File: config.mk
export PLATFORM = sky130hd
export DESIGN_NAME = controlTop
export DESIGN_NICKNAME = d
export VERILOG_FILES = /design/src/rtl/mipsCtrlPkg.sv /design/src/rtl/decodedIf.sv /design/src/rtl/instrClassifier.sv /design/src/rtl/stateSequencer.sv /design/src/rtl/stepControl.sv /design/src/rtl/controlTop.sv
export SDC_FILE = /design/constraint.sdc
export NUM_CORES = 1
export LEC_CHECK = 0
export ABC_AREA = 1
export BUFFER_PORTS_ARGS = -buffer_cell sky130_fd_sc_hd__buf_2
export CORE_MARGIN = 2
export CORE_UTILIZATION = 38
export CTS_CLUSTER_SIZE = 24
export DETAILED_ROUTE_END_ITERATION = 16
export PLACE_DENSITY = 0.73
export SLEW_MARGIN = 30
export SYNTH_ARGS = -nofsm -noshare
export SYNTH_HDL_FRONTEND = slang
export SYNTH_SLANG_ARGS = --single-unit
File: constraint.sdc
create_clock -name clk -period 1.5 [get_ports clk]
set_input_delay 0.15 -clock clk [delete_from_list [all_inputs] [get_ports clk]]
set_output_delay 0.15 -clock clk [all_outputs]
set_load 0.005 [all_outputs]
File: src/rtl/mipsCtrlPkg.sv
`default_nettype none

package mipsCtrlPkg;

  // Instruction field positions
  localparam int OPCODE_MSB = 31;
  localparam int OPCODE_LSB = 26;
  localparam int RT_MSB = 20;
  localparam int RT_LSB = 16;
  localparam int FUNCT_MSB = 5;
  localparam int FUNCT_LSB = 0;

  // REGIMM branches are told apart by the rt field
  localparam logic [4:0] RT_BLTZ = 5'b00000;
  localparam logic [4:0] RT_BGEZ = 5'b00001;

  typedef enum logic [5:0] {
    OP_RTYPE  = 6'b000000,
    OP_REGIMM = 6'b000001,
    OP_J      = 6'b000010,
    OP_BEQ    = 6'b000100,
    OP_BNE    = 6'b000101,
    OP_BLEZ   = 6'b000110,
    OP_BGTZ   = 6'b000111,
    OP_ADDIU  = 6'b001001,
    OP_SLTI   = 6'b001010,
    OP_ANDI   = 6'b001100,
    OP_ORI    = 6'b001101,
    OP_XORI   = 6'b001110,
    OP_LUI    = 6'b001111,
    OP_LB     = 6'b100000,
    OP_LH     = 6'b100001,
    OP_LW     = 6'b100011,
    OP_LBU    = 6'b100100,
    OP_LHU    = 6'b100101,
    OP_SW     = 6'b101011
  } opcode_t;

  typedef enum logic [5:0] {
    FN_JR   = 6'b001000,
    FN_ADDU = 6'b100001,
    FN_AND  = 6'b100100,
    FN_OR   = 6'b100101
  } funct_t;

  typedef enum logic [2:0] {
    ST_FETCH  = 3'd0,
    ST_DECODE = 3'd1,
    ST_EXEC1  = 3'd2,
    ST_EXEC2  = 3'd3,
    ST_EXEC3  = 3'd4,
    ST_HALTED = 3'd5,
    ST_STALL  = 3'd6
  } ctrlState_t;

  // Encodings shared with the datapath ALU
  typedef enum logic [4:0] {
    ALU_AND      = 5'b00000,
    ALU_OR       = 5'b00001,
    ALU_ADD      = 5'b00010,
    ALU_XOR      = 5'b00011,
    ALU_SLT      = 5'b00111,
    ALU_CMPEQ    = 5'b01010,
    ALU_PASSB    = 5'b01011,
    ALU_CMPZ     = 5'b01100,
    ALU_BRTARGET = 5'b01101,
    ALU_PASSA    = 5'b01110,
    ALU_FUNCT    = 5'b01111,
    ALU_JTARGET  = 5'b10001,
    ALU_LUI      = 5'b10100
  } aluOp_t;

  typedef enum logic [1:0] {
    MEM_WORD,
    MEM_HALF,
    MEM_BYTE
  } memSize_t;

  typedef enum logic [2:0] {
    CLS_ALUREG,
    CLS_ALUIMM,
    CLS_LOAD,
    CLS_STORE,
    CLS_BRANCH,
    CLS_JUMP,
    CLS_JUMPREG,
    CLS_INVALID
  } instrClass_t;

  typedef enum logic [2:0] {
    BR_EQ,
    BR_NE,
    BR_LEZ,
    BR_GTZ,
    BR_LTZ,
    BR_GEZ
  } branchCond_t;

endpackage

`default_nettype wire

File: src/rtl/decodedIf.sv
`default_nettype none

// Decoded view of the held instruction word
interface decodedIf;

  mipsCtrlPkg::instrClass_t instrClass;
  mipsCtrlPkg::aluOp_t aluOp;
  mipsCtrlPkg::memSize_t memSize;
  logic signedLoad;
  mipsCtrlPkg::branchCond_t branchCond;

  modport producer (
    output instrClass, aluOp, memSize, signedLoad, branchCond
  );

  modport sequencer (
    input instrClass, branchCond
  );

  modport stepper (
    input instrClass, aluOp, memSize, signedLoad, branchCond
  );

endinterface

`default_nettype wire

File: src/rtl/instrClassifier.sv
`default_nettype none

module instrClassifier (
  input  logic [31:0]       instr,
  decodedIf.producer        dec
);

  mipsCtrlPkg::opcode_t opcode;
  mipsCtrlPkg::funct_t funct;
  logic [4:0] rtField;

  assign opcode = mipsCtrlPkg::opcode_t'(
    instr[mipsCtrlPkg::OPCODE_MSB:mipsCtrlPkg::OPCODE_LSB]);
  assign funct = mipsCtrlPkg::funct_t'(
    instr[mipsCtrlPkg::FUNCT_MSB:mipsCtrlPkg::FUNCT_LSB]);
  assign rtField = instr[mipsCtrlPkg::RT_MSB:mipsCtrlPkg::RT_LSB];

  always_comb begin
    dec.instrClass = mipsCtrlPkg::CLS_INVALID;
    dec.aluOp = mipsCtrlPkg::ALU_ADD;
    dec.memSize = mipsCtrlPkg::MEM_WORD;
    dec.signedLoad = 1'b0;
    dec.branchCond = mipsCtrlPkg::BR_EQ;

    case (opcode)
      mipsCtrlPkg::OP_RTYPE: begin
        case (funct)
          mipsCtrlPkg::FN_ADDU, mipsCtrlPkg::FN_AND, mipsCtrlPkg::FN_OR: begin
            // ALU picks the operation from funct itself
            dec.instrClass = mipsCtrlPkg::CLS_ALUREG;
            dec.aluOp = mipsCtrlPkg::ALU_FUNCT;
          end
          mipsCtrlPkg::FN_JR: begin
            dec.instrClass = mipsCtrlPkg::CLS_JUMPREG;
            dec.aluOp = mipsCtrlPkg::ALU_PASSA;
          end
          default: ;
        endcase
      end
      mipsCtrlPkg::OP_REGIMM: begin
        if (rtField == mipsCtrlPkg::RT_BLTZ) begin
          dec.instrClass = mipsCtrlPkg::CLS_BRANCH;
          dec.aluOp = mipsCtrlPkg::ALU_CMPZ;
          dec.branchCond = mipsCtrlPkg::BR_LTZ;
        end else if (rtField == mipsCtrlPkg::RT_BGEZ) begin
          dec.instrClass = mipsCtrlPkg::CLS_BRANCH;
          dec.aluOp = mipsCtrlPkg::ALU_CMPZ;
          dec.branchCond = mipsCtrlPkg::BR_GEZ;
        end
      end
      mipsCtrlPkg::OP_J: begin
        dec.instrClass = mipsCtrlPkg::CLS_JUMP;
        dec.aluOp = mipsCtrlPkg::ALU_JTARGET;
      end
      mipsCtrlPkg::OP_BEQ, mipsCtrlPkg::OP_BNE: begin
        dec.instrClass = mipsCtrlPkg::CLS_BRANCH;
        dec.aluOp = mipsCtrlPkg::ALU_CMPEQ;
        dec.branchCond = (opcode == mipsCtrlPkg::OP_BEQ) ?
                         mipsCtrlPkg::BR_EQ : mipsCtrlPkg::BR_NE;
      end
      mipsCtrlPkg::OP_BLEZ, mipsCtrlPkg::OP_BGTZ: begin
        dec.instrClass = mipsCtrlPkg::CLS_BRANCH;
        dec.aluOp = mipsCtrlPkg::ALU_CMPZ;
        dec.branchCond = (opcode == mipsCtrlPkg::OP_BLEZ) ?
                         mipsCtrlPkg::BR_LEZ : mipsCtrlPkg::BR_GTZ;
      end
      mipsCtrlPkg::OP_ADDIU: begin
        dec.instrClass = mipsCtrlPkg::CLS_ALUIMM;
        dec.aluOp = mipsCtrlPkg::ALU_ADD;
      end
      mipsCtrlPkg::OP_SLTI: begin
        dec.instrClass = mipsCtrlPkg::CLS_ALUIMM;
        dec.aluOp = mipsCtrlPkg::ALU_SLT;
      end
      mipsCtrlPkg::OP_ANDI: begin
        dec.instrClass = mipsCtrlPkg::CLS_ALUIMM;
        dec.aluOp = mipsCtrlPkg::ALU_AND;
      end
      mipsCtrlPkg::OP_ORI: begin
        dec.instrClass = mipsCtrlPkg::CLS_ALUIMM;
        dec.aluOp = mipsCtrlPkg::ALU_OR;
      end
      mipsCtrlPkg::OP_XORI: begin
        dec.instrClass = mipsCtrlPkg::CLS_ALUIMM;
        dec.aluOp = mipsCtrlPkg::ALU_XOR;
      end
      mipsCtrlPkg::OP_LUI: begin
        dec.instrClass = mipsCtrlPkg::CLS_ALUIMM;
        dec.aluOp = mipsCtrlPkg::ALU_LUI;
      end
      // Loads and the store compute base plus offset
      mipsCtrlPkg::OP_LW, mipsCtrlPkg::OP_LH, mipsCtrlPkg::OP_LHU,
      mipsCtrlPkg::OP_LB, mipsCtrlPkg::OP_LBU: begin
        dec.instrClass = mipsCtrlPkg::CLS_LOAD;
        dec.signedLoad = (opcode == mipsCtrlPkg::OP_LH) || (opcode == mipsCtrlPkg::OP_LB);
        if ((opcode == mipsCtrlPkg::OP_LH) || (opcode == mipsCtrlPkg::OP_LHU)) begin
          dec.memSize = mipsCtrlPkg::MEM_HALF;
        end else if ((opcode == mipsCtrlPkg::OP_LB) || (opcode == mipsCtrlPkg::OP_LBU)) begin
          dec.memSize = mipsCtrlPkg::MEM_BYTE;
        end
      end
      mipsCtrlPkg::OP_SW: begin
        dec.instrClass = mipsCtrlPkg::CLS_STORE;
      end
      default: ;
    endcase
  end

endmodule

`default_nettype wire

File: src/rtl/stateSequencer.sv
`default_nettype none

module stateSequencer (
  input  logic                    clk,
  input  logic                    rstN,
  input  logic                    stall,
  input  logic                    waitrequest,
  input  logic                    pcIsZero,
  input  logic                    start,
  input  logic                    aluFlag,
  input  logic                    lessThan,
  decodedIf.sequencer             dec,
  output mipsCtrlPkg::ctrlState_t state,
  output logic                    branchPending
);

  mipsCtrlPkg::ctrlState_t nextState;
  logic needsExec2;
  logic redirects;
  logic branchTaken;

  assign needsExec2 = (dec.instrClass == mipsCtrlPkg::CLS_ALUREG) ||
                      (dec.instrClass == mipsCtrlPkg::CLS_ALUIMM) ||
                      (dec.instrClass == mipsCtrlPkg::CLS_LOAD) ||
                      (dec.instrClass == mipsCtrlPkg::CLS_STORE);

  assign redirects = (dec.instrClass == mipsCtrlPkg::CLS_BRANCH) ||
                     (dec.instrClass == mipsCtrlPkg::CLS_JUMP) ||
                     (dec.instrClass == mipsCtrlPkg::CLS_JUMPREG);

  always_comb begin
    case (dec.branchCond)
      mipsCtrlPkg::BR_EQ:  branchTaken = aluFlag;
      mipsCtrlPkg::BR_NE:  branchTaken = !aluFlag;
      mipsCtrlPkg::BR_LEZ: branchTaken = aluFlag;
      mipsCtrlPkg::BR_GTZ: branchTaken = !aluFlag;
      mipsCtrlPkg::BR_LTZ: branchTaken = lessThan;
      mipsCtrlPkg::BR_GEZ: branchTaken = !lessThan;
      default:             branchTaken = 1'b0;
    endcase
    // Jumps always redirect
    if (dec.instrClass != mipsCtrlPkg::CLS_BRANCH) begin
      branchTaken = 1'b1;
    end
  end

  always_comb begin
    nextState = state;
    case (state)
      mipsCtrlPkg::ST_FETCH,
      mipsCtrlPkg::ST_STALL:  nextState = waitrequest ? mipsCtrlPkg::ST_STALL :
                                                        mipsCtrlPkg::ST_DECODE;
      mipsCtrlPkg::ST_DECODE: nextState = mipsCtrlPkg::ST_EXEC1;
      mipsCtrlPkg::ST_EXEC1: begin
        if (!stall) begin
          nextState = needsExec2 ? mipsCtrlPkg::ST_EXEC2 : mipsCtrlPkg::ST_FETCH;
        end
      end
      mipsCtrlPkg::ST_EXEC2: begin
        if (!waitrequest) begin
          nextState = (dec.instrClass == mipsCtrlPkg::CLS_LOAD) ?
                      mipsCtrlPkg::ST_EXEC3 : mipsCtrlPkg::ST_FETCH;
        end
      end
      mipsCtrlPkg::ST_EXEC3:  nextState = mipsCtrlPkg::ST_FETCH;
      mipsCtrlPkg::ST_HALTED: nextState = start ? mipsCtrlPkg::ST_FETCH :
                                                  mipsCtrlPkg::ST_HALTED;
      default:                nextState = mipsCtrlPkg::ST_HALTED;
    endcase
    // PC of zero stops the core from any running state
    if (pcIsZero && (state != mipsCtrlPkg::ST_HALTED)) begin
      nextState = mipsCtrlPkg::ST_HALTED;
    end
  end

  always_ff @(posedge clk or negedge rstN) begin
    if (!rstN) begin
      state <= mipsCtrlPkg::ST_HALTED;
      branchPending <= 1'b0;
    end else begin
      state <= nextState;
      if ((state == mipsCtrlPkg::ST_EXEC1) && (nextState != mipsCtrlPkg::ST_EXEC1) &&
          redirects) begin
        branchPending <= branchTaken;
      end else if (((state == mipsCtrlPkg::ST_FETCH) || (state == mipsCtrlPkg::ST_STALL)) &&
                   (nextState == mipsCtrlPkg::ST_DECODE)) begin
        branchPending <= 1'b0;
      end
    end
  end

endmodule

`default_nettype wire

File: src/rtl/stepControl.sv
`default_nettype none

module stepControl (
  input  mipsCtrlPkg::ctrlState_t state,
  input  logic                    branchPending,
  decodedIf.stepper               dec,
  output logic                    pcWrite,
  output logic                    irWrite,
  output logic                    regWrite,
  output logic                    memRead,
  output logic                    memWrite,
  output logic                    irSel,
  output logic                    iOrD,
  output logic                    pcSrc,
  output logic                    aluSrcA,
  output logic                    aluSel,
  output logic                    regDst,
  output logic                    memToReg,
  output logic                    extSel,
  output logic [1:0]              aluSrcB,
  output mipsCtrlPkg::aluOp_t     aluControl,
  output logic [3:0]              byteEnable,
  output logic [1:0]              extendMode,
  output logic                    isJump,
  output logic                    active
);

  logic [3:0] sizeEnable;
  logic [1:0] loadExtend;
  logic logicalImm;

  always_comb begin
    case (dec.memSize)
      mipsCtrlPkg::MEM_HALF: sizeEnable = 4'b0011;
      mipsCtrlPkg::MEM_BYTE: sizeEnable = 4'b0001;
      default:               sizeEnable = 4'b1111;
    endcase
  end

  // 11 sign-extends a half, 10 a byte
  assign loadExtend = !dec.signedLoad ? 2'b00 :
                      (dec.memSize == mipsCtrlPkg::MEM_HALF) ? 2'b11 :
                      (dec.memSize == mipsCtrlPkg::MEM_BYTE) ? 2'b10 : 2'b00;

  // Logical immediates are zero-extended
  assign logicalImm = (dec.instrClass == mipsCtrlPkg::CLS_ALUIMM) &&
                      ((dec.aluOp == mipsCtrlPkg::ALU_AND) ||
                       (dec.aluOp == mipsCtrlPkg::ALU_OR) ||
                       (dec.aluOp == mipsCtrlPkg::ALU_XOR));

  assign active = (state != mipsCtrlPkg::ST_HALTED);

  always_comb begin
    pcWrite = 1'b0;
    irWrite = 1'b0;
    regWrite = 1'b0;
    memRead = 1'b0;
    memWrite = 1'b0;
    irSel = 1'b1;
    iOrD = 1'b0;
    pcSrc = 1'b0;
    aluSrcA = 1'b0;
    aluSel = 1'b0;
    regDst = 1'b0;
    memToReg = 1'b0;
    extSel = 1'b0;
    aluSrcB = 2'b00;
    aluControl = mipsCtrlPkg::ALU_ADD;
    byteEnable = 4'b1111;
    extendMode = 2'b00;
    isJump = 1'b0;

    case (state)
      mipsCtrlPkg::ST_FETCH: begin
        pcWrite = 1'b1;
        memRead = 1'b1;
        if (branchPending) begin
          pcSrc = 1'b1;
        end else begin
          // PC plus 4
          aluSrcB = 2'b01;
        end
      end
      mipsCtrlPkg::ST_STALL: begin
        memRead = 1'b1;
      end
      mipsCtrlPkg::ST_DECODE: begin
        irWrite = 1'b1;
        irSel = 1'b0;
        aluSrcB = 2'b11;
        if (dec.instrClass == mipsCtrlPkg::CLS_JUMP) begin
          extSel = 1'b1;
          aluControl = mipsCtrlPkg::ALU_PASSB;
        end else begin
          aluControl = mipsCtrlPkg::ALU_BRTARGET;
        end
      end
      mipsCtrlPkg::ST_EXEC1: begin
        aluControl = dec.aluOp;
        aluSrcA = 1'b1;
        case (dec.instrClass)
          mipsCtrlPkg::CLS_ALUIMM: begin
            aluSrcB = 2'b10;
            extSel = logicalImm;
          end
          mipsCtrlPkg::CLS_LOAD,
          mipsCtrlPkg::CLS_STORE:  aluSrcB = 2'b10;
          mipsCtrlPkg::CLS_BRANCH: aluSel = 1'b1;
          mipsCtrlPkg::CLS_JUMP: begin
            aluSrcA = 1'b0;
            aluSrcB = 2'b11;
            extSel = 1'b1;
            isJump = 1'b1;
          end
          default: ;
        endcase
      end
      mipsCtrlPkg::ST_EXEC2: begin
        aluSel = 1'b1;
        case (dec.instrClass)
          mipsCtrlPkg::CLS_LOAD: begin
            memRead = 1'b1;
            iOrD = 1'b1;
            byteEnable = sizeEnable;
            extendMode = loadExtend;
          end
          mipsCtrlPkg::CLS_STORE: begin
            memWrite = 1'b1;
            iOrD = 1'b1;
            byteEnable = sizeEnable;
          end
          mipsCtrlPkg::CLS_ALUREG,
          mipsCtrlPkg::CLS_ALUIMM: begin
            regWrite = 1'b1;
            memToReg = 1'b1;
            regDst = (dec.instrClass == mipsCtrlPkg::CLS_ALUREG);
          end
          default: ;
        endcase
      end
      mipsCtrlPkg::ST_EXEC3: begin
        // Write back the loaded data to rt
        regWrite = 1'b1;
        byteEnable = sizeEnable;
        extendMode = loadExtend;
      end
      default: ;
    endcase
  end

endmodule

`default_nettype wire

File: src/rtl/controlTop.sv
`default_nettype none

module controlTop (
  input  logic                    clk,
  input  logic                    rstN,
  input  logic [31:0]             instr,
  input  logic                    stall,
  input  logic                    waitrequest,
  input  logic                    pcIsZero,
  input  logic                    start,
  input  logic                    aluFlag,
  input  logic                    lessThan,
  output mipsCtrlPkg::ctrlState_t state,
  output logic                    branchPending,
  output logic                    active,
  output logic                    pcWrite,
  output logic                    irWrite,
  output logic                    regWrite,
  output logic                    memRead,
  output logic                    memWrite,
  output logic                    irSel,
  output logic                    iOrD,
  output logic                    pcSrc,
  output logic                    aluSrcA,
  output logic                    aluSel,
  output logic                    regDst,
  output logic                    memToReg,
  output logic                    extSel,
  output logic [1:0]              aluSrcB,
  output mipsCtrlPkg::aluOp_t     aluControl,
  output logic [3:0]              byteEnable,
  output logic [1:0]              extendMode,
  output logic                    isJump
);

  decodedIf dec ();

  instrClassifier classifierI (
    .instr (instr),
    .dec   (dec)
  );

  stateSequencer sequencerI (
    .clk           (clk),
    .rstN          (rstN),
    .stall         (stall),
    .waitrequest   (waitrequest),
    .pcIsZero      (pcIsZero),
    .start         (start),
    .aluFlag       (aluFlag),
    .lessThan      (lessThan),
    .dec           (dec),
    .state         (state),
    .branchPending (branchPending)
  );

  stepControl stepI (
    .state         (state),
    .branchPending (branchPending),
    .dec           (dec),
    .pcWrite       (pcWrite),
    .irWrite       (irWrite),
    .regWrite      (regWrite),
    .memRead       (memRead),
    .memWrite      (memWrite),
    .irSel         (irSel),
    .iOrD          (iOrD),
    .pcSrc         (pcSrc),
    .aluSrcA       (aluSrcA),
    .aluSel        (aluSel),
    .regDst        (regDst),
    .memToReg      (memToReg),
    .extSel        (extSel),
    .aluSrcB       (aluSrcB),
    .aluControl    (aluControl),
    .byteEnable    (byteEnable),
    .extendMode    (extendMode),
    .isJump        (isJump),
    .active        (active)
  );

endmodule

`default_nettype wire

Yosys cells after proc, flatten, opt, wreduce, memory -nomap -nowiden

Cells that the tools add are included.

Register bits: 4
Bits in latches: 0
Memory bits (writable): 0
Memory bits (read-only): 0
Bits of input ports: 40
Output and inout port bits: 32
Logic and storage cells: 153
Memories: 0

Add/subtract/negate cells: 0
$mul: 0
Div/mod/pow operators: 0
Order comparisons: 0
Equal/unequal tests: 48
Shift operators: 0
Muxes and demuxes: 66
Bitwise gates (word level): 0
Reductions and logical operators: 37

Operators by type and width:

| operator                                                               | count |
|---|---|
| 6-bit equality test (second input constant)                            | 9 |
| 5-bit case mux with 10 select lines                                    | 1 |
| 6-bit by 4-bit equality test with 1-bit output (second input constant) | 7 |
| 3-bit two-way mux                                                      | 10 |
| 1-bit two-way mux                                                      | 26 |
| 3-bit equality test (second input constant)                            | 8 |
| 6-bit by 3-bit equality test with 1-bit output (second input constant) | 4 |
| 4-bit case mux with 2 select lines                                     | 3 |
| 3-bit case mux with 7 select lines                                     | 1 |
| 3-bit by 2-bit equality test with 1-bit output (second input constant) | 6 |
| 2-bit two-way mux                                                      | 9 |
| 3-bit case mux with 6 select lines                                     | 1 |
| 2-bit OR reduction                                                     | 7 |
| 3-bit by 1-bit equality test with 1-bit output (second input constant) | 4 |
| 1-bit logical OR                                                       | 11 |
| 5-bit by 1-bit equality test with 1-bit output (second input constant) | 2 |
| 5-bit logical NOT                                                      | 2 |
| 1-bit case mux with 2 select lines                                     | 5 |
| 5-bit case mux with 2 select lines                                     | 1 |
| 3-bit logical NOT                                                      | 3 |
| 3-bit case mux with 3 select lines                                     | 1 |
| 4-bit two-way mux                                                      | 2 |
| 2-bit case mux with 2 select lines                                     | 2 |
| 6-bit by 1-bit equality test with 1-bit output (second input constant) | 1 |
| other kinds (18)                                                       | 25 |

Depth between registers and ports, before layout

Gate-level depths: netlist (run 1).

Word-level depth: 16
Gate-level depth with buffers: 14
Gate-level depth less buffers: 14

Hierarchy

A second synthesis (run 1) with hierarchy kept.

Cells, all modules: 253
Area total of the unflattened synthesis: 1,301.2 um^2

By module, submodules not included:

| module          | instances | cells each | area an instance (um^2) | sequential area each (um^2) |
|---|---|---|---|---|
| instrClassifier | 1         | 101        | 519.2                   | 0.0 |
| stateSequencer  | 1         | 67         | 401.6                   | 102.6 |
| stepControl     | 1         | 85         | 380.4                   | 0.0 |

Worst setup path before layout (run 1)

Ideal clock, no wire load.

Kind: reg2reg
From: reg sequencerI.state[2]
To: reg sequencerI.branchPending
Setup time: 0.116 ns
Arrival: 1.448 ns
Required time: 1.384 ns
Path slack: -0.064 ns
Cell stages (with the launch flop): 14
Buffers on the path: 0
Period minus slack after synthesis: 1.564 ns
Cells stage by stage: dfstp_2 > inv_1 > nand3_1 > nand2_1 > nand2_1 > nand2_1 > inv_1 > nand2_1 > inv_1 > nand3_1 > nand2_1 > inv_1 > nand2_1 > nand2_1

Word-level cells in the longest chain between the ends: 8
Elaborated cells between the ends (all ways): 22
Classes of those cells: 9 x eq/ne; 5 x mux; 8 x reduce/logical

RTL lines:

| what                                                            | RTL line             | text |
|---|---|---|
| start: declaration                                              | stateSequencer.sv:13 | `output mipsCtrlPkg::ctrlState_t state,` |
| start signal: assignment                                        | stateSequencer.sv:78 | `state <= mipsCtrlPkg::ST_HALTED;` |
| start signal: assignment                                        | stateSequencer.sv:81 | `state <= nextState;` |
| 3-bit equality test / 3-bit logical NOT (equally long branches) | stateSequencer.sv:49 | `case (state)` |
| 2-bit OR reduction (no line)                                    | n/a                  |  |
| 3-bit case mux with 6 select lines                              | stateSequencer.sv:49 |  |
| 3-bit two-way mux *                                             | stateSequencer.sv:71 | `if (pcIsZero && (state != mipsCtrlPkg::ST_HALTED)) begin` |
| via sequencerI.nextState[2]                                     | stateSequencer.sv:17 | `mipsCtrlPkg::ctrlState_t nextState;` |
| 3-bit by 2-bit != test with 1-bit output                        | stateSequencer.sv:82 | `if ((state == mipsCtrlPkg::ST_EXEC1) && (nextState != mipsCtrlPkg::ST_EXEC1) &&` |
| 1-bit logical AND (2 in series)                                 | stateSequencer.sv:82 |  |
| 1-bit two-way mux / 2-bit nonzero test (equally long branches)  | n/a                  |  |
| end signal: assignment                                          | stateSequencer.sv:84 | `branchPending <= branchTaken;` |
| end: declaration                                                | stateSequencer.sv:14 | `output logic branchPending` |

The timed path passes the listed nets; every way through them passes the cells marked *.
A chain may end at the register's enable or synchronous reset.

Worst setup path in the final report (run 1)

From: in instr[29]
To: out extendMode[1]

Word-level cells in the longest chain between the ends: 11
Elaborated cells between the ends (all ways): 38
Classes of those cells: 21 x eq/ne; 10 x mux; 7 x reduce/logical

RTL lines:

| what                                   | RTL line                                                            | text |
|---|---|---|
| start: declaration                     | controlTop.sv:6                                                     | `input logic [31:0] instr,` |
| 6-bit equality test (on tied branches) | instrClassifier.sv:25, instrClassifier.sv:95, instrClassifier.sv:98 |  |
| 1-bit logical OR                       | instrClassifier.sv:98                                               | `end else if ((opcode == mipsCtrlPkg::OP_LB) \|\| (opcode == mipsCtrlPkg::OP_LBU)) begin` |
| 2-bit two-way mux                      | instrClassifier.sv:98                                               |  |
| 2-bit two-way mux                      | instrClassifier.sv:96                                               | `if ((opcode == mipsCtrlPkg::OP_LH) \|\| (opcode == mipsCtrlPkg::OP_LHU)) begin` |
| 2-bit two-way mux                      | instrClassifier.sv:25                                               | `case (opcode)` |
| 2-bit equality test                    | stepControl.sv:43                                                   | `(dec.memSize == mipsCtrlPkg::MEM_BYTE) ? 2'b10 : 2'b00;` |
| 2-bit two-way mux                      | stepControl.sv:43                                                   |  |
| 2-bit two-way mux                      | stepControl.sv:42                                                   | `(dec.memSize == mipsCtrlPkg::MEM_HALF) ? 2'b11 :` |
| 2-bit two-way mux                      | stepControl.sv:41                                                   | `assign loadExtend = !dec.signedLoad ? 2'b00 :` |
| 2-bit two-way mux                      | stepControl.sv:120                                                  | `case (dec.instrClass)` |
| 2-bit case mux with 2 select lines *   | stepControl.sv:73                                                   | `case (state)` |
| end: declaration                       | controlTop.sv:32                                                    | `output logic [1:0] extendMode,` |

Every way passes the cells marked *; elsewhere a longest branch is shown, timed or not.

==> results of run 1 <==
cell families after synthesis:
kind of cell | after synthesis | share of synthesized area, %
AO/OA/AOI/OAI | 31 | 18.8
XOR/XNOR | 2 | 1.64
adder cells (fa/ha/maj) | 1 | 1.17
buffers and inverters | 42 | 15.6
flip-flops | 4 | 9.59
other | 1 | 0.351
AND/OR/NAND/NOR | 120 | 52.9
state kept, by name, indices dropped and copies added (netlist names):
name / flops
sequencerI.state: 3
sequencerI.branchPending: 1
metal layers:
metal  GRT usage [%]  up-vias  share of wire [%]
li1                -      916                  -
met1            35.2      900                 38
met2            47.0      142                 51
met3            3.63       24                8.0
met4            6.64        0                3.5
met5               0        -                  0
cell usage in the layout (no fill, tap or decap), types with 2 or more instances in the layout:
master and instances:
nand3_2 5, o211ai_1 2, a221oi_1 2, nand3_1 13, nor2_4 5, buf_4 60, a211oi_1 2, nand3b_1 2
dfstp_2 2, nand4_1 3, o21ai_2 6, nand2_1 38, a21oi_2 3, buf_6 16, nor3_4 4, a21oi_1 3
a211oi_2 2, inv_1 26, nor2_2 6, nor3_1 6, nand3_4 2, inv_2 11, o21ai_1 2, nand2_2 10
o21ai_0 2, nor2_1 18, clkbuf_4 3, nand2_4 2, buf_2 51, nor3_2 2
Yosys cell counts, types with 3 or more instances:
library cell	n	area share (%)
inv_1	35	12
a211oi_1	4	2.8
o21ai_1	3	1.4
a21oi_1	5	2.3
nor2_2	3	1.8
nor2_1	26	9.1
nand3_1	20	9.4
nand2_1	45	16
nor3_1	10	4.7
o21ai_0	7	3.3
nand2_2	4	2.3
inv_2	4	1.4
nand4_1	3	1.8
per-stage QoR:
stage | instance area [sq um] | total power (uW) | std cells | setup TNS (ns) | hold WS [ns]
after global routing | 2220 | 2500 | 361 | -8.34 | 0.246
after global placement | 1810 | 1490 | 340 | -2.08 | -0.0442
after floorplan | 1100 | 859 | 201 | -0.00634 | -0.146
final | 2220 | 2370 | 361 | -7.10 | 0.229
after CTS | 1960 | 1850 | 352 | -4.86 | 0.216
after detailed placement | 1810 | 1510 | 340 | -1.97 | -0.0430
power by group:
group / leakage [uW] / switching [uW] / internal, uW
combinational: 0.00117 / 992 / 964
clock: 0.0000150 / 72.4 / 102
sequential: 0.0000463 / 64.9 / 177
total: 0.00123 / 1130 / 1240
worst min path at each step:
stage / slack (ns) / start / endpoint
after global placement: -0.04 / rstN / sequencerI.branchPending
after global routing: 0.25 / rstN / sequencerI.branchPending
after CTS: 0.22 / rstN / sequencerI.branchPending
after detailed placement: -0.04 / rstN / sequencerI.branchPending
final: 0.23 / rstN / sequencerI.branchPending
after floorplan: -0.15 / rstN / sequencerI.branchPending
repair_timing:
action / 4_1_cts / 5_1_grt
gates resized for setup: 19 / 51
setup buffers: 8 / 11
hold buffers: 1 / 0
cloned: 0 / 0
endpoints found under the hold margin: 4 / 0
pin swaps: 8 / 12
setup endpoints to repair: 23 / 30
cell type report:
cell class / count / area (sq um)
clock buffers: 4 / 26.3
fillers: 185 / 494
inverters: 39 / 154
multi-input cells: 155 / 997
flip-flops and latches: 4 / 104
well taps: 31 / 38.8
repair buffers: 128 / 896
critical path, delay by kind of cell:
family / cells / cell delay [ns]
buf+inv: 3 / 0.45
compound gates: 2 / 0.67
fa+ha+maj: 1 / 0.33
simple gates: 1 / 0.16
==> impl_metrics.toml, run 1 <==
[status]
status = "finished with violations"
failed_checks = "negative setup slack"

[synthesis]
synth_edf_count = 0
ys_seq_area_share_pct = 9.59
synth_cell_types = 38
synthArstFlopShare_pct = 100
yosysWarnings = 0
synthesis.nets = 242
avgSynthCellArea_sq_um = 5.32
ys.flop_type = "dfstp_2"
synth-seq-cells = 4
synth_area_sq_um = 1070
netlist_instances = 201

[sta]
setup_viol = 30
period_needed_ns = 1.90
worst_clock_skew_ns = 0.00550
finalMaxSlewViolations = 0
fmax_mhz = 526
grt_setup_unrepaired = "true"
timing.final.ws_setup_ns = -0.400
hold_viol_final = 0
period_share_pct = 127

[pwr]
power.density_nw_per_um2 = 1070
ir_worst_vdd_mv = 1.47
leakage_uw = 0.00123

[worst_setup_path]
crit_fanout = 3
start_kind = "input port"
cp-startpoint = "instr[29]"
end_kind = "output port"
cpMaxStageDelayCell = "a211oi_1"
cp.required_ns = 1.35
critPathKind = "input port to output port"
cp_data_arrival_time_ns = 1.75
slowest_delay_ns = 0.36
crit_end = "extendMode[1]"
crit_chain = "buf_2, nor2_2, inv_1, a211oi_1, ha_1, a2111oi_2, buf_2"
r2r_cells = 11
rr_endpoint = "sequencerI.branchPending"
r2r-start = "sequencerI.state[0]"
path_common_cell = "buf_2"
regToRegSetupSlack_ns = -0.39

[routing]
viasPerCell = 5.49
routedWlPerCell_um = 15.7
drcViolationCount = 0
drt-total-wl_mm = 5.67
vias = 1982
first_pass_iters = 4
ant_nets = 0
drtIter0Drc = 100

[global_routing]
overflow = 0
grt_max_degree = 9
antenna_found_initial = 0
grt_pass1_vias = 1624
grt_usage_pct = 27.0
grt_first_pass_wirelength_mm = 7.04

[clocking]
clockBufferDepth = 2
clk_pin_slew_ns = 0.04
clock_sinks = 4
cts_max_level = 1
clock_latency_ns = 0.27
cts_buffers = 3
cts_tree = "built"
cts_root_buf = "clkbuf_4"

[placed_design]
place_congestion = 0.976
dp_hpwl_mm = 3.23
portBuffers = 55
pre_cts_ws_ns = -0.293

[flow_run]
maxCapViolCount = 0

[layout]
layout-drive-gt1-share_pct = 58.8
syn_to_final_growth_pct = 107
fin_util_pct = 81.8
diodes = 0
fin_nets = 372

[floorplan]
start_util_pct = 39.5
top_level_ports = 72
fp-row-count = 19
die_h_um = 57.1
die_x_um = 57.1
core_area_sq_um = 2710
die_area_sq_um = 3260

[worst_hold_path]
hp-class = "input port to asynchronous set/reset pin"
Note: power is estimated with default switching activity, not from simulation.
==> run 2: changes to the inputs <==
Settings changed: CORE_UTILIZATION 38 to 45, PLACE_DENSITY 0.73 to 0.82.
Clock period 1.5 ns to 2.28 ns, I/O delays scaled along.
==> impl_metrics.toml, run 2 (synthesized netlist as in run 1, its figures left out) <==
[worst_setup_path]
cp.required_ns = 2.05
rr_endpoint = "sequencerI.branchPending"
crit_fanout = 6
cp_num_buf_inv = 5
r2r_cells = 13
cpMaxStageDelayCell = "a2111oi_0"
end_kind = "output port"
critPathKind = "input port to output port"
cp_data_arrival_time_ns = 1.80
cp_top_family = "buffers and inverters"
slowest_delay_ns = 0.36
regToRegSetupSlack_ns = 0.52
start_kind = "input port"
crit_chain = "buf_2, inv_1, nor2_2, inv_2, a211oi_1, inv_1, ha_1, a2111oi_0, buf_2"
r2r-start = "sequencerI.state[0]"

[routing]
first_pass_iters = 6
viasPerCell = 5.15
ant_nets = 0
drtIter0Drc = 43
drt-total-wl_mm = 3.30
vias = 1477
routedWlPerCell_um = 11.5
drcViolationCount = 0

[sta]
timing.final.ws_setup_ns = 0.247
period_share_pct = 89.2
setup_viol = 0
finalMaxSlewViolations = 0
hold_viol_final = 0
worst_clock_skew_ns = 0.000278
hold_ws_ns = 0.293
grt_setup_unrepaired = "false"
period_needed_ns = 2.03
tns_ns = 0
fmax_mhz = 492

[floorplan]
core_area_sq_um = 2230
fp-row-count = 17
die_h_um = 52.8
start_util_pct = 47.9
top_level_ports = 72
die_area_sq_um = 2780
die_x_um = 52.8

[clocking]
cts_root_buf = "clkbuf_4"
clk_pin_slew_ns = 0.04
clock_sinks = 4
cts_max_level = 1
cts_buffers = 3
clockBufferDepth = 2
clock_latency_ns = 0.25
cts_tree = "built"

[global_routing]
grt_usage_pct = 26.5
met1_usage_pct = 35.7
grt_pass1_vias = 1277
grt-busiest-layer = "met2"
grt_max_degree = 12
grtUsageMet3_pct = 4.29
grt_first_pass_wirelength_mm = 5.46
antenna_found_initial = 0
overflow = 0
grt_use_met2_pct = 42.3

[layout]
largest_register_ffs = 3
regMostFlops = "sequencerI.state"
final_common_cell = "buf_2"
final_cell_mix = "55 x buf_2, 45 x nand2_1, 35 x inv_1, 26 x nor2_1, 20 x nand3_1"
fin_area_sq_um = 1410
largestRegisters = "sequencerI.state x3, sequencerI.branchPending x1"
syn_to_final_growth_pct = 31.6
diodes = 0
layout-drive-gt1-share_pct = 29.7
fin_nets = 302

[placed_design]
dpl_cell_area_sq_um = 1380
pre_cts_ws_ns = 0.285
place_congestion = 0.920
portBuffers = 55
dp_hpwl_mm = 2.77

[worst_hold_path]
hold_start = "waitrequest"
min_path_cells = 4
hp-class = "input port to register"
min_to = "sequencerI.state[2]"

[flow_run]
maxCapViolCount = 0

[pwr]
ir_worst_vdd_mv = 0.556
power_uw = 861
power.density_nw_per_um2 = 612
leakage_uw = 0.000844

[status]
status = "completed"
## run 2: cell types whose count changed in the layout (fill, tap and decap cells not counted), sizes merged
| cell | change |
|---|---|
| buf | -70 |
| clkbuf | -1 |
## run 2: cell type report
| cell class | instances | area, sq um |
|---|---|---|
| fillers | 246 | 826 |
| multi-input cells | 155 | 801 |
| repair buffers | 58 | 300 |
| inverters | 39 | 146 |
| flip-flops and latches | 4 | 103 |
| well taps | 28 | 35.0 |
| clock buffers | 3 | 22.5 |
## run 2: timing repair
action,in CTS,in global routing
resized for setup,0,0
setup buffers,0,0
hold endpoints to repair,4,0
hold buffers,1,0
## run 2: worst register-to-register path, cell delays in order, from the launching register on
cell     delay (ns)
dfstp_2        0.59
inv_1          0.12
nand3_1        0.19
nand2_1        0.14
nand2_1        0.10
nand2_1        0.05
inv_1          0.05
nand2_1        0.06
inv_1          0.07
nand3_1        0.08
nand2_1        0.06
inv_1          0.04
nand2_1        0.06
nand2_1        0.04
## run 2: per-stage QoR
| stage | cells | utilization, % |
|---|---|---|
| 3_5_place_dp | 283 | 61.6 |
| 6_report | 287 | 63.0 |
| 5_1_grt | 287 | 63.0 |
| 2_1_floorplan | 201 | - |
| 3_3_place_gp | 283 | 61.6 |
| 4_1_cts | 287 | 63.0 |
## run 2: worst max path at each step
stage / startpoint / endpoint / cells past startpoint
floorplan: instr[29] / extendMode[1] / 6
global placement: instr[28] / extendMode[1] / 9
detailed placement: instr[28] / extendMode[1] / 9
CTS: sequencerI.state[0] / regDst / 5
global route: instr[29] / aluSel / 12
finish: instr[28] / extendMode[1] / 9
## run 2: where the power goes
part / switching (uW) / total, uW / internal (uW)
Clock: 35.5 / 94.8 / 59.3
Sequential: 56.8 / 172 / 116
Combinational: 351 / 594 / 244
## run 2: metal layers
| metal | up-vias | share of wire, % |
|---|---|---|
| met5 | - | 0 |
| met3 | 8 | 6.3 |
| met4 | 0 | 2.2 |
| met2 | 65 | 44 |
| li1 | 775 | - |
| met1 | 629 | 47 |
==> run 3: changes to the inputs <==
Settings changed: ABC_AREA 1 to unset, CORE_UTILIZATION 45 to 47, PLACE_DENSITY 0.82 to 0.83, REMOVE_ABC_BUFFERS set to 1.
==> impl_metrics.toml, run 3 <==
[layout]
diodes = 0
regMostFlops = "sequencerI.state"
largestRegisters = "sequencerI.state x3, sequencerI.branchPending x1"
largest_register_ffs = 3
seq_area_sq_um = 103
fillers = 219
final_cell_mix = "55 x buf_2, 22 x buf_4, 19 x nor2_1, 18 x nand2_1"
fin_nets = 289
layout-drive-gt1-share_pct = 36.6
fin_util_pct = 71.3
multi_input_area_sq_um = 950
final_common_cell = "buf_2"
syn_to_final_growth_pct = 40.6

[floorplan]
start_util_pct = 50.7
fp-row-count = 17
die_area_sq_um = 2840
core_area_sq_um = 2250
top_level_ports = 72
die_h_um = 53.3
die_x_um = 53.3

[sta]
period_needed_ns = 2.19
period_share_pct = 96.1
grt_setup_unrepaired = "false"
hold_ws_ns = 0.187
worst_clock_skew_ns = 0.00221
hold_viol_final = 0
setup_viol = 0
fmax_mhz = 456
finalMaxSlewViolations = 0
tns_ns = 0

[synthesis]
synth-simple-area-share_pct = 42.7
yosysWarnings = 0
netlist_instances = 180
synth-seq-cells = 4
synth_area_sq_um = 1140
synth_commonest_cells = "20 x nor2_1, 18 x nand2_1, 11 x a21oi_1, 11 x nand2b_1, 9 x clkbuf_1"
synth_top_area_share_pct = 6.57
synth_fa_ha_area_share_pct = 1.10
synth_most_common_cell = "nor2_1"
avgSynthCellArea_sq_um = 6.35
ys.flop_type = "dfstp_2"
synth_top_family_by_area = "simple AND/OR/NAND/NOR gates"
synth_edf_count = 0
synthTopCellsByArea = "nor2_1 6.6%, nand2b_1 6.0%, nand2_1 5.9%"
synth_compound_area_share_pct = 34.9
synth_xor_area_share_pct = 2.30
ys_seq_area_share_pct = 8.98
synth_cell_types = 56
synthArstFlopShare_pct = 100
synth.area.mux_share_pct = 0.986
synth_top_cell_by_area = "nor2_1"

[worst_setup_path]
start_kind = "input port"
cpMaxStageDelayCell = "or4_4"
r2r_cells = 7
crit_fanout = 4
critPathKind = "input port to output port"
cp.required_ns = 2.05
slowest_delay_ns = 0.57
end_kind = "output port"
crit_chain = "buf_2, or4_4, or3_1, nand4_1, nor2_1, a211o_1, buf_2"
cp_data_arrival_time_ns = 1.96
path_common_cell = "buf_2"

[clocking]
clock_latency_ns = 0.22
cts_root_buf = "clkbuf_4"
cts_max_level = 1
clock_sinks = 4
cts_tree = "built"
cts_buffers = 3
clk_pin_slew_ns = 0.04
clockBufferDepth = 2
cts_setup_buffers = 0

[pwr]
combPwrFrac_pct = 77.0
leakage_uw = 0.000804
power_frac_seq_pct = 14.9
switching_share_pct = 46.0
power_uw = 1010
ir_worst_vdd_mv = 0.869
p_switching_uw = 464
p_int_uw = 545
clkPwrFrac_pct = 8.1
power.density_nw_per_um2 = 628

[flow_run]
maxCapViolCount = 0

[worst_hold_path]
min_path_cells = 2
hp-class = "input port to register"

[routing]
drcViolationCount = 0
viasPerCell = 5.76
drtIter0Drc = 58
first_pass_iters = 5
routedWlPerCell_um = 12.8
drt-total-wl_mm = 3.52
ant_nets = 0
vias = 1579

[global_routing]
grt_usage_pct = 25.6
antenna_found_initial = 0
grt_max_degree = 21
overflow = 0
grt_first_pass_wirelength_mm = 5.55
grt_pass1_vias = 1329

[placed_design]
dp_hpwl_mm = 2.88
portBuffers = 55
place_congestion = 0.862

[status]
status = "completed"
==> run 3: cell count changes after synthesis, sizes merged, moves of 4 or more <==
cell    change
a211oi      -4
clkbuf      +9
nand3      -12
nand2      -32
buf         +4
nor3        -6
nand2b     +11
nor2        -9
a211o       +4
inv        -32
a21oi       +5
nor2b       +6
==> run 3: area by class of cell <==
class	instances	area share [%]
Inverter	7	1.64
Sequential cell	4	6.39
Timing Repair Buffer	79	29.3
Clock buffer	3	1.40
Multi-Input combinational cell	153	59.1
Tap cell	28	2.18
==> run 3: stage by stage <==
stage | setup slack (ns) | instance area [sq um] | cells
2_1_floorplan | 0.249 | 1070 | 164
3_3_place_gp | 0.0394 | 1570 | 270
5_1_grt | 0.0107 | 1610 | 274
6_report | 0.0886 | 1610 | 274
4_1_cts | 0.0730 | 1600 | 274
3_5_place_dp | 0.000636 | 1570 | 270
==> run 3: final timing paths <==
path / start / endpoint / slack (ns)
worst max-delay path: instr[29] / aluSrcB[0] / 0.09
worst min-delay path: stall / sequencerI.state[0] / 0.19
worst max register to register: sequencerI.state[2] / sequencerI.branchPending / 0.39
worst min register to register: sequencerI.branchPending / sequencerI.branchPending / 0.70
max in group asynchronous: rstN / sequencerI.state[2] / 1.73
min in group asynchronous: rstN / sequencerI.branchPending / 0.35
==> run 3: layer usage <==
| metal | track usage, % | part of all wire [%] | vias to the layer above |
|---|---|---|---|
| met5 | 0 | 0 | - |
| li1 | - | - | 786 |
| met3 | 2.26 | 8.8 | 5 |
| met1 | 35.0 | 45 | 704 |
| met4 | 4.27 | 0.28 | 0 |
| met2 | 43.8 | 46 | 84 |
==> run 3: what timing repair did <==
action                                 in CTS  in global routing
setup endpoints to repair                   0                  2
resized for setup                           0                  2
hold buffers                                1                  0
endpoints found under the hold margin       4                  0
==> run 3: worst max-delay path: cells and delay by family <==
family	cells	cell delay, ns
AOI/OAI and AO/OA	1	0.26
buffers and inverters	2	0.24
and+or+nand+nor	4	1.24
==> run 3: cells by family after synthesis <==
group	Yosys count
other	1
AO/OA/AOI/OAI	55
AND/OR/NAND/NOR	92
XOR/XNOR	3
multiplexers	1
adder cells (fa/ha/maj)	1
buffers and inverters	23
flip-flops	4
==> run 3: power groups by stage <==
| stage | sequential, uW | combinational (uW) | clock (uW) |
|---|---|---|---|
| after CTS | 150 | 774 | 84.5 |
| after floorplan | 203 | 383 | 0 |
| final | 150 | 776 | 81.8 |
| after global routing | 157 | 868 | 93.8 |
| after global placement | 150 | 755 | 0 |
| after detailed placement | 151 | 767 | 0 |
